### config.mk
export PLATFORM = sky130hd
export DESIGN_NAME = note_game_top
export DESIGN_NICKNAME = d
export VERILOG_FILES = /design/src/note_pkg.sv /design/src/note_filter.sv /design/src/note_game_top.sv /design/src/note_matcher.sv /design/src/period_meter.sv /design/src/segment_encoder.sv /design/src/song_checker.sv
export SDC_FILE = /design/constraint.sdc
export NUM_CORES = 1
export LEC_CHECK = 0
export BUFFER_PORTS_ARGS = -buffer_cell sky130_fd_sc_hd__buf_2
export CORE_MARGIN = 3
export CORE_UTILIZATION = 55
export CTS_CLUSTER_SIZE = 40
export DETAILED_ROUTE_END_ITERATION = 6
export GPL_TIMING_DRIVEN = 0
export PLACE_DENSITY = 0.78
export SYNTH_ARGS = -nofsm -noshare
export SYNTH_HDL_FRONTEND = slang
export SYNTH_SLANG_ARGS = --single-unit
### constraint.sdc
create_clock -name clk -period 5.7 [get_ports clk]
set_input_delay 0.285 -clock clk [delete_from_list [all_inputs] [get_ports clk]]
set_output_delay 0.285 -clock clk [all_outputs]
set_load 0.02 [all_outputs]
### src/note_pkg.sv
`default_nettype none

package note_pkg;

    // --------------------------------------------------
    // Widths

    localparam int w_mic      = 24;
    localparam int w_period   = 16;
    localparam int n_notes    = 12;
    localparam int w_note_idx = 4;
    localparam int w_stable   = 12;
    localparam int w_digit    = 8;
    localparam int w_song_pos = 3;

    // One-hot note, bit 11 is C and bit 0 is B
    typedef logic [n_notes - 1:0] note_t;

    localparam note_t no_note = '0;

    // --------------------------------------------------
    // Note table

    // Frequency times 100, index 0 is C
    localparam int freq_100 [n_notes] = '{
        26163, 27718, 29366, 31113, 32963, 34923,
        36999, 39200, 41530, 44000, 46616, 49388
    };

    // Window bounds in percent of the centre period
    localparam int win_low_pct  = 97;
    localparam int win_high_pct = 103;

    // --------------------------------------------------
    // Seven-segment patterns, abcdefgh

    typedef logic [7:0] seg_t;

    // Only the middle bar
    localparam seg_t seg_none = 8'b0000_0010;

    localparam seg_t seg_table [n_notes] = '{
        8'b1001_1100,  // C
        8'b1001_1101,  // C#
        8'b0111_1010,  // D
        8'b0111_1011,  // D#
        8'b1001_1110,  // E
        8'b1000_1110,  // F
        8'b1000_1111,  // F#
        8'b1011_1100,  // G
        8'b1011_1101,  // G#
        8'b1110_1110,  // A
        8'b1110_1111,  // A#
        8'b0011_1110   // B
    };

    // --------------------------------------------------
    // Song and game

    localparam int song_len = 8;

    // E G D C D E G D
    localparam logic [w_note_idx - 1:0] song [song_len] = '{
        4'd4, 4'd7, 4'd2, 4'd0, 4'd2, 4'd4, 4'd7, 4'd2
    };

    typedef enum logic [1:0] {
        idle,
        playing,
        win,
        fail
    } game_state_t;

    // Note index to its one-hot bit
    function automatic note_t note_of (input logic [w_note_idx - 1:0] idx);
        note_of = note_t'(1) << (n_notes - 1 - idx);
    endfunction

endpackage

`default_nettype wire

### src/note_filter.sv
`timescale 1ns/1ps
`default_nettype none

module note_filter (
    input  logic            clk,
    input  logic            rst,
    input  note_pkg::note_t match,
    output note_pkg::note_t stable_note,
    output logic            note_strobe
);

    import note_pkg::*;

    note_t                 pick;
    note_t                 sel_note;
    logic [w_stable - 1:0] stable_cnt;
    logic                  settled;

    // --------------------------------------------------
    // Lowest note index wins, which is the highest bit

    always_comb begin
        pick = no_note;
        for (int i = 0; i < n_notes; i++) begin
            if (match[i]) begin
                pick = note_t'(1) << i;
            end
        end
    end

    always_ff @(posedge clk or posedge rst) begin
        if (rst) begin
            sel_note <= no_note;
        end else begin
            sel_note <= pick;
        end
    end

    // --------------------------------------------------
    // Stability counter

    always_ff @(posedge clk or posedge rst) begin
        if (rst) begin
            stable_cnt <= '0;
        end else if (pick == sel_note) begin
            stable_cnt <= stable_cnt + 1'b1;
        end else begin
            stable_cnt <= '0;
        end
    end

    assign settled = &stable_cnt;

    always_ff @(posedge clk or posedge rst) begin
        if (rst) begin
            stable_note <= no_note;
            note_strobe <= 1'b0;
        end else begin
            note_strobe <= 1'b0;
            if (settled) begin
                stable_note <= sel_note;
                // Pulse only on a change to a real note
                note_strobe <= (sel_note != stable_note) && (sel_note != no_note);
            end
        end
    end

    a_stable_onehot : assert property (
        @(posedge clk) disable iff (rst)
        $onehot0(stable_note)
    );

    a_strobe_note : assert property (
        @(posedge clk) disable iff (rst)
        note_strobe |-> (stable_note != no_note)
    );

endmodule

`default_nettype wire

### src/note_game_top.sv
`timescale 1ns/1ps
`default_nettype none

module note_game_top #(
    parameter int clk_hz = 50_000_000
) (
    input  logic                             clk,
    input  logic                             rst,
    input  logic                             start,
    input  logic [note_pkg::w_mic - 1:0]      mic,
    output note_pkg::seg_t                   abcdefgh,
    output logic [note_pkg::w_digit - 1:0]    digit,
    output note_pkg::game_state_t            game_state,
    output logic [note_pkg::w_song_pos - 1:0] song_pos
);

    import note_pkg::*;

    logic [w_period - 1:0] period;
    note_t                 match;
    note_t                 stable_note;
    logic                  note_strobe;

    // --------------------------------------------------
    // Period measurement

    period_meter u_period (
        .clk          (clk),
        .rst          (rst),
        .mic          (mic),
        .period       (period),
        .period_valid ()
    );

    // --------------------------------------------------
    // Match bank, index 0 is C on the top bit

    for (genvar k = 0; k < n_notes; k++) begin : g_match
        note_matcher #(
            .clk_hz   (clk_hz),
            .note_idx (k)
        ) u_matcher (
            .clk    (clk),
            .rst    (rst),
            .period (period),
            .match  (match[n_notes - 1 - k])
        );
    end

    note_filter u_filter (
        .clk         (clk),
        .rst         (rst),
        .match       (match),
        .stable_note (stable_note),
        .note_strobe (note_strobe)
    );

    // --------------------------------------------------
    // Display and game

    segment_encoder u_segment (
        .clk         (clk),
        .rst         (rst),
        .stable_note (stable_note),
        .abcdefgh    (abcdefgh),
        .digit       (digit)
    );

    song_checker u_song (
        .clk         (clk),
        .rst         (rst),
        .start       (start),
        .stable_note (stable_note),
        .note_strobe (note_strobe),
        .game_state  (game_state),
        .song_pos    (song_pos)
    );

endmodule

`default_nettype wire

### src/note_matcher.sv
`timescale 1ns/1ps
`default_nettype none

module note_matcher #(
    parameter int clk_hz   = 50_000_000,
    parameter int note_idx = 0
) (
    input  logic                           clk,
    input  logic                           rst,
    input  logic [note_pkg::w_period - 1:0] period,
    output logic                           match
);

    import note_pkg::*;

    // Centre periods in cycles divided by 100, one per octave
    localparam int base_1 = clk_hz / freq_100[note_idx];
    localparam int base_2 = clk_hz / (freq_100[note_idx] * 2);
    localparam int base_4 = clk_hz / (freq_100[note_idx] * 4);

    function automatic logic in_window (
        input logic [w_period - 1:0] p,
        input int                    base
    );
        int p_int;
        p_int     = int'(p);
        in_window = (p_int > base * win_low_pct) && (p_int < base * win_high_pct);
    endfunction

    // --------------------------------------------------
    // Registered match over the three octaves

    always_ff @(posedge clk or posedge rst) begin
        if (rst) begin
            match <= 1'b0;
        end else begin
            // Zero period means no tone at all
            match <= (period != '0)
                   && (in_window(period, base_1)
                   ||  in_window(period, base_2)
                   ||  in_window(period, base_4));
        end
    end

endmodule

`default_nettype wire

### src/period_meter.sv
`timescale 1ns/1ps
`default_nettype none

module period_meter (
    input  logic                           clk,
    input  logic                           rst,
    input  logic [note_pkg::w_mic - 1:0]    mic,
    output logic [note_pkg::w_period - 1:0] period,
    output logic                           period_valid
);

    import note_pkg::*;

    logic                  sign_now;
    logic                  sign_prev;
    logic [w_period - 1:0] counter;
    logic                  crossing;
    logic                  saturated;

    // --------------------------------------------------
    // Sign history of the microphone samples

    always_ff @(posedge clk or posedge rst) begin
        if (rst) begin
            sign_now  <= 1'b0;
            sign_prev <= 1'b0;
        end else begin
            sign_now  <= mic[w_mic - 1];
            sign_prev <= sign_now;
        end
    end

    // Negative to positive
    assign crossing  = sign_prev & ~sign_now;
    assign saturated = &counter;

    // --------------------------------------------------
    // Cycle counter and period latch

    always_ff @(posedge clk or posedge rst) begin
        if (rst) begin
            counter      <= '0;
            period       <= '0;
            period_valid <= 1'b0;
        end else if (crossing) begin
            counter      <= '0;
            period       <= counter;
            period_valid <= (counter != '0);
        end else if (saturated) begin
            // Too long without a crossing, treat as silence
            period       <= '0;
            period_valid <= 1'b0;
        end else begin
            counter <= counter + 1'b1;
        end
    end

    a_period_cause : assert property (
        @(posedge clk) disable iff (rst)
        $changed(period) |-> $past(crossing || saturated)
    );

endmodule

`default_nettype wire

### src/segment_encoder.sv
`timescale 1ns/1ps
`default_nettype none

module segment_encoder (
    input  logic                          clk,
    input  logic                          rst,
    input  note_pkg::note_t               stable_note,
    output note_pkg::seg_t                abcdefgh,
    output logic [note_pkg::w_digit - 1:0] digit
);

    import note_pkg::*;

    seg_t pattern;

    // --------------------------------------------------
    // One-hot note to letter

    always_comb begin
        pattern = seg_none;
        for (int k = 0; k < n_notes; k++) begin
            if (stable_note == note_of(w_note_idx'(k))) begin
                pattern = seg_table[k];
            end
        end
    end

    always_ff @(posedge clk or posedge rst) begin
        if (rst) begin
            abcdefgh <= '0;
        end else begin
            abcdefgh <= pattern;
        end
    end

    // Rightmost digit only
    assign digit = w_digit'(1);

endmodule

`default_nettype wire

### src/song_checker.sv
`timescale 1ns/1ps
`default_nettype none

module song_checker (
    input  logic                             clk,
    input  logic                             rst,
    input  logic                             start,
    input  note_pkg::note_t                  stable_note,
    input  logic                             note_strobe,
    output note_pkg::game_state_t            game_state,
    output logic [note_pkg::w_song_pos - 1:0] song_pos
);

    import note_pkg::*;

    logic  start_sync;
    logic  start_prev;
    logic  start_edge;
    note_t expected;
    logic  last_note;

    // --------------------------------------------------
    // Start key rising edge

    always_ff @(posedge clk or posedge rst) begin
        if (rst) begin
            start_sync <= 1'b0;
            start_prev <= 1'b0;
            start_edge <= 1'b0;
        end else begin
            start_sync <= start;
            start_prev <= start_sync;
            start_edge <= start_sync & ~start_prev;
        end
    end

    assign expected  = note_of(song[song_pos]);
    assign last_note = (song_pos == w_song_pos'(song_len - 1));

    // --------------------------------------------------
    // Game FSM

    always_ff @(posedge clk or posedge rst) begin
        if (rst) begin
            game_state <= idle;
            song_pos   <= '0;
        end else begin
            case (game_state)
                idle: begin
                    if (start_edge) begin
                        game_state <= playing;
                        song_pos   <= '0;
                    end
                end
                playing: begin
                    if (start_edge) begin
                        game_state <= idle;
                        song_pos   <= '0;
                    end else if (note_strobe) begin
                        if (stable_note != expected) begin
                            game_state <= fail;
                        end else if (last_note) begin
                            game_state <= win;
                        end else begin
                            song_pos <= song_pos + 1'b1;
                        end
                    end
                end
                default: begin
                    // Win or fail waits for the key
                    if (start_edge) begin
                        game_state <= idle;
                        song_pos   <= '0;
                    end
                end
            endcase
        end
    end

    a_idle_pos : assert property (
        @(posedge clk) disable iff (rst)
        (game_state == idle) |-> (song_pos == '0)
    );

endmodule

`default_nettype wire

==> results of run 1 <==
final cells by class:
class / instances / share of cell area [%]
plain buffers: 59 / 4.53
clock buffers: 9 / 3.24
clock inverters: 7 / 1.21
inverters: 13 / 0.737
multi-input cells: 561 / 50.5
flip-flops and latches: 99 / 35.6
well taps: 140 / 2.52
repair buffers: 18 / 1.69
layer usage:
metal	GRT usage, %	share of wire, %	vias to the layer above
met4	12.7	4.1	0
met3	5.56	6.9	68
met1	32.9	39	2800
li1	-	-	2674
met5	0	0	-
met2	48.1	50	331
power by group through the flow:
stage               clock (mW)  sequential, mW  combinational, mW
floorplan                    0           0.759              0.131
global placement             0           0.765              0.187
detailed placement           0           0.766              0.187
CTS                      0.635           0.752              0.188
global route             0.660           0.757              0.211
finish                   0.623           0.753              0.193
logic make-up (layout without fill, tap and decap cells):
| family | count (synthesis) | after routing | synth area share (%) |
|---|---|---|---|
| AND/OR/NAND/NOR | 339 | 339 | 29.5 |
| AO/OA/AOI/OAI | 154 | 154 | 16.4 |
| flip-flops | 99 | 99 | 39.1 |
| buffers and inverters | 72 | 106 | 5.75 |
| XOR/XNOR | 43 | 43 | 5.95 |
| multiplexers | 11 | 11 | 1.94 |
| adder cells (fa/ha/maj) | 6 | 6 | 1.19 |
| other | 2 | 8 | 0.119 |
repair_timing:
item | in CTS | in global routing
endpoints found under the hold margin | 34 | 0
endpoints found under the setup margin | 0 | 0
resized for setup | 0 | 0
hold buffers | 1 | 0
critical path: stages, from the launching register on:
cell and delay (ns):
dfrtp_1 0.57, ha_1 0.39, buf_6 0.18, or4_2 0.66, a222oi_1 0.44, and4_4 0.34, a21oi_2 0.06, a311oi_2 0.25
placed cells by master, fill, tap and decap left out, types with 7 or more instances in the layout:
cell       synthesis  final
conb_1             2      8
clkbuf_16          0      9
o21ai_0           37     37
and3_1            14     14
nor4b_1            8      8
a21oi_1           30     30
nand4_1           18     18
nor2_2            10     10
a31oi_1           13     13
nand2b_1          12     12
xnor2_1           24     24
nand2_1           81     81
and2_1            10     10
xor2_1            19     19
nor4_1            16     16
clkbuf_1          39     39
inv_1             13     12
nand3_1           27     27
nor3_1            18     18
mux2_2            10     10
nor2b_1           12     12
nor2_1            59     59
buf_2              1     17
buf_6              7      7
a21o_1             7      7
buf_4              8      8
dfrtp_1           99     99
worst paths after layout:
check / from / end
setup / recovery: u_song.song_pos[1] / u_song.song_pos[1]
hold / removal: start / u_song.start_sync
setup reg to reg: u_song.song_pos[1] / u_song.song_pos[1]
hold reg to reg: u_song.start_sync / u_song.start_prev
max in group asynchronous: rst / u_filter.sel_note[6]
min in group asynchronous: rst / u_filter.stable_cnt[3]
through the flow:
| step | utilization [%] | setup slack (ns) |
|---|---|---|
| after floorplan | - | 2.82 |
| after global placement | 59.9 | 1.89 |
| after detailed placement | 60.2 | 2.77 |
| after CTS | 63.1 | 2.75 |
| after global routing | 63.1 | 2.59 |
| final | 63.1 | 2.70 |
state kept, by name, summed over array words and instances (netlist names), 2 cells and up:
register	flops
u_segment.abcdefgh	8
u_filter.stable_note	12
u_filter.sel_note	12
u_song.song_pos	3
u_period.period	16
u_filter.stable_cnt	12
u_period.counter	16
g_match.u_matcher.match	12
u_song.game_state	2
==> results.txt, run 1 <==
Total Power: 1.57 mW
Clk pwr share: 39.7%
first-pass GRT wire length: 28300 um
slew margin rel.: 33.0%
Die Y-Extent: 113 um
worst vdd ir: 0.317 mV
Placed Instances: 889
max frequency: 333 MHz
class of the worst hold path: primary input to flop
crit share post-route: 52.7%
nets: 794
Iter 0 DRT Violations: 856
FF+latch area: 2480 um2
CTS tree: yes
CP endpoint kind: flop
Clk Latency, worst-skew pair: 0.35 ns
clk sinks: 99
Min Clock Period, post-route: 3.00 ns
All-Layer GR Usage: 27.6%
fill cell count: 883
violated checks: DRC
Area contributors post-synth: dfrtp_1 (39%), nand2_1 (4.8%), nor2_1 (3.5%)
post-route cell area: 6960 um2
r2r worst-path depth: 7
share of the synthesized area in the top cell type: 39.1%
Antenna Cells: 0
DR pass1 iterations: 7
crit path DAT: 3.26 ns
Synth warnings: 0
DRC violations left: 2
core area: 11000 um2
Comb power frac: 12.3%
Worst Path Max Fanout: 11
Routed Antenna Nets: 0
sequential share of power: 48.0%
pin count of the biggest net entering global routing: 66
number of global-route vias before repair: 5608
critical path launch point type: flop
GP Congestion: 0.998
Starting Density: 57.4%
Mapped Area: 6330 um2
top-count cell post-synth: dfrtp_1
Syn-to-layout area delta: 9.90%
Commonest cells post-synth: dfrtp_1 (99), nand2_1 (81), nor2_1 (59), clkbuf_1 (39), o21ai_0 (37)
Synth Instances: 726
Final Instance Count excl. Fillers: 906
clock buffer depth: 2
H-tree levels: 3
setup violators final: 0
number of synthesized flops with an enable pin: 0
PD cells: 226 nW/um2
Worst-Margin Slew: 0.990 ns
# IOs: 48
Num CTS Buffers: 9
Die W: 113 um
Overflow after GRT: 0
average routed wire per standard cell: 19.4 um
port buffer count: 16
routed vias: 5873
RSZ-0062 raised after global routing: no
Yosys cell types: 87
Max Transition Viols Final: 0
Psw: 0.441 mW
Switching Fraction: 28.1%
run status: complete, but fails checks
Final Hold Vio Count: 0
hold_ws: 0.0426 ns
ys flop type: dfrtp_1
max-cap violations: 0
post-CTS setup buffers: 0
final WL: 17500 um
Worst Hold Depth: 1
Synth Register Bits: 99
Mapped Avg Cell Area: 8.72 um2
row count: 38
Via-to-Cell Ratio: 6.48
Multi-input gate area: 3510 um2
ys async rst share: 100%
CP Class: flop to flop
Worst Skew: 0.0113 ns
setup_tns: 0 ns
layout cells sized above 1: 12.7%
Root Driver: clkbuf_16
Reg2Reg Setup Slack: 2.70 ns
sequential fraction of the synthesis area: 39.1%
placement-stage cell area: 6640 um2
hpwl dp: 12800 um
area leader, netlist: dfrtp_1
initial antenna violation count: 0
Internal: 1.13 mW
Die Area: 12800 um2
Critical Path RT: 5.96 ns
CTS clk-pin slew, worst paths: 0.07 ns
Leakage: 3.05 nW
Note: power is estimated with default switching activity, not from simulation.
==> run 2: changes to the inputs <==
ABC_AREA = 1   (was not set)
PLACE_DENSITY = 0.81   (was 0.78)
clock period = 2.6 ns   (was 5.7 ns; I/O delays follow)
==> results.txt, run 2 <==
run status: complete, but fails checks (unchanged)
violated checks: DRC (unchanged)
area leader, netlist: dfrtp_1 (unchanged)
Critical Path RT: 2.86 ns (was 5.96 ns)
initial antenna violation count: 0 (unchanged)
FF+latch area: 2480 um2 (unchanged)
ys async rst share: 100% (unchanged)
Num CTS Buffers: 9 (unchanged)
sequential fraction of the synthesis area: 39.3% (was 39.1%)
top-count cell post-synth: nand2_1 (was dfrtp_1)
Psw: 1.11 mW (was 0.441 mW)
Area contributors post-synth: dfrtp_1 (39%), nand2_1 (11%), inv_1 (8.5%) (was dfrtp_1 (39%), nand2_1 (4.8%), nor2_1 (3.5%))
sequential share of power: 43.6% (was 48.0%)
Worst-Margin Slew: 0.668 ns (was 0.990 ns)
RSZ-0062 raised after global routing: no (unchanged)
leading cell types in the layout, fill and taps excluded: nand2_1 (189), inv_1 (142), nor2_1 (111), dfrtp_1 (99), nand3_1 (58) (was dfrtp_1 (99), nand2_1 (81), nor2_1 (59), clkbuf_1 (39), o21ai_0 (37))
Starting Density: 57.1% (was 57.4%)
Mapped Area: 6300 um2 (was 6330 um2)
CP Class: flop to flop (unchanged)
crit path DAT: 2.64 ns (was 3.26 ns)
Min Clock Period, post-route: 2.38 ns (was 3.00 ns)
setup violators final: 0 (unchanged)
CTS tree: yes (unchanged)
average routed wire per standard cell: 15.1 um (was 19.4 um)
DRC violations left: 19 (was 2)
Mapped Avg Cell Area: 7.06 um2 (was 8.72 um2)
number of synthesized flops with an enable pin: 0 (unchanged)
share of the synthesized area in the top cell type: 39.3% (was 39.1%)
# IOs: 48 (unchanged)
Switching Fraction: 29.6% (was 28.1%)
critical path launch point type: flop (unchanged)
pin count of the biggest net entering global routing: 44 (was 66)
Overflow after GRT: 0 (unchanged)
Worst Skew: 0.00883 ns (was 0.0113 ns)
Via-to-Cell Ratio: 5.66 (was 6.48)
fill cell count: 988 (was 883)
core area: 11000 um2 (unchanged)
All-Layer GR Usage: 26.5% (was 27.6%)
class of the worst hold path: flop to flop (was primary input to flop)
routed vias: 6091 (was 5873)
Multi-input gate area: 3160 um2 (was 3510 um2)
final WL: 16200 um (was 17500 um)
Synth Register Bits: 99 (unchanged)
Comb power frac: 17.8% (was 12.3%)
Leakage: 3.47 nW (was 3.05 nW)
Final Hold Vio Count: 0 (unchanged)
row count: 38 (unchanged)
DR pass1 iterations: 7 (unchanged)
Synth Instances: 893 (was 726)
GP Congestion: 1.03 (was 0.998)
ys flop type: dfrtp_1 (unchanged)
H-tree levels: 3 (unchanged)
Antenna Cells: 0 (unchanged)
Root Driver: clkbuf_16 (unchanged)
Die W: 113 um (about the same)
clock buffer depth: 2 (unchanged)
layout cells sized above 1: 7.91% (was 12.7%)
pre-CTS setup slack: 0.380 ns (was 2.77 ns)
Final Instance Count excl. Fillers: 1076 (was 906)
hpwl dp: 12600 um (was 12800 um)
post-CTS setup buffers: 0 (unchanged)
Syn-to-layout area delta: 10.9% (was 9.90%)
PD cells: 538 nW/um2 (was 226 nW/um2)
commonest non-fill, non-tap cell in the layout: nand2_1 (was dfrtp_1)
max frequency: 420 MHz (was 333 MHz)
CP endpoint kind: flop (unchanged)
number of global-route vias before repair: 5775 (was 5608)
clk sinks: 99 (unchanged)
Worst Path Max Fanout: 8 (was 11)
nets: 964 (was 794)
Placed Instances: 1057 (was 889)
setup_tns: 0 ns (unchanged)
Regs by FF count: u_period.counter x16, u_period.period x16 (unchanged)
final worst slack: 0.220 ns (was 2.70 ns)
slew margin rel.: 55.3% (was 33.0%)
Max Transition Viols Final: 0 (unchanged)
Internal: 2.65 mW (was 1.13 mW)
Synth warnings: 0 (unchanged)
Iter 0 DRT Violations: 747 (was 856)
Clk pwr share: 38.6% (was 39.7%)
Routed Antenna Nets: 0 (unchanged)
worst vdd ir: 0.590 mV (was 0.317 mV)
CTS clk-pin slew, worst paths: 0.07 ns (about the same)
post-CTS sizing: 0 (unchanged)
Yosys cell types: 48 (was 87)
first-pass GRT wire length: 27600 um (was 28300 um)
port buffer count: 16 (unchanged)
Clk Latency, worst-skew pair: 0.34 ns (was 0.35 ns)
hold_ws: 0.397 ns (was 0.0426 ns)
max-cap violations: 0 (unchanged)
Die Y-Extent: 113 um (about the same)
Commonest cells post-synth: nand2_1 (189), inv_1 (143), nor2_1 (111), dfrtp_1 (99), nand3_1 (58) (was dfrtp_1 (99), nand2_1 (81), nor2_1 (59), clkbuf_1 (39), o21ai_0 (37))
crit share post-route: 91.6% (was 52.7%)
Die Area: 12800 um2 (about the same)
-- run 2: worst paths after layout --
kind | start | to | slack (ns) | depth (start not counted)
setup / recovery | u_period.period[5] | g_match[9].u_matcher.match | 0.22 | 8
hold / removal | u_period.sign_now | u_period.sign_prev | 0.40 | 0
setup reg to reg | u_period.period[5] | g_match[9].u_matcher.match | 0.22 | 8
hold reg to reg | u_period.sign_now | u_period.sign_prev | 0.40 | 0
max in group asynchronous | rst | u_song.game_state[1] | 1.58 | 4
min in group asynchronous | rst | u_period.sign_now | 0.42 | 3
-- run 2: timing repair --
| action | in CTS | in global routing |
|---|---|---|
| hold buffers | 3 | 0 |
| endpoints found under the hold margin | 26 | 0 |
| setup endpoints to repair | 0 | 0 |
-- run 2: logic make-up after synthesis --
group           synth area share [%]
simple gates                    33.2
buf+inv                         10.8
other cells                    0.119
flops                           39.3
compound gates                  12.1
fa+ha+maj                       1.19
xor+xnor                        3.20
-- run 2: metal layers --
metal,GRT usage (%),share of wire [%]
met5,0,0
met4,10.2,3.3
met3,4.44,6.4
met2,44.4,49
met1,34.4,42
-- run 2: worst max-delay path, cell delays in order (launching register included) --
cell and delay, ns:
dfrtp_1 0.37, clkbuf_1 0.23, nor2_1 0.28, inv_1 0.15, o21ai_0 0.39, o21ai_0 0.23
a21boi_0 0.37, o221ai_1 0.15, nand2_1 0.13
-- run 2: final cells by class --
cell class / count / area share (%)
multi-input cells: 629 / 45.3
plain buffers: 24 / 1.86
repair buffers: 21 / 2.15
clock inverters: 6 / 1.36
flip-flops and latches: 99 / 35.5
clock buffers: 10 / 3.42
inverters: 147 / 7.95
well taps: 140 / 2.51
-- run 2: metrics by stage --
| stage | power (mW) | util [%] | area (um2) |
|---|---|---|---|
| after floorplan | 2.13 | - | 6330 |
| after global placement | 2.30 | 59.7 | 6580 |
| after detailed placement | 2.31 | 60.0 | 6620 |
| after CTS | 3.77 | 63.3 | 6990 |
| after global routing | 3.93 | 63.3 | 6990 |
| final | 3.76 | 63.3 | 6990 |
-- run 2: power by group through the flow --
stage / clock [mW] / sequential (mW) / combinational, mW
after floorplan: 0 / 1.67 / 0.466
after global placement: 0 / 1.67 / 0.639
after detailed placement: 0 / 1.67 / 0.643
after CTS: 1.48 / 1.64 / 0.651
after global routing: 1.54 / 1.65 / 0.746
final: 1.45 / 1.64 / 0.670
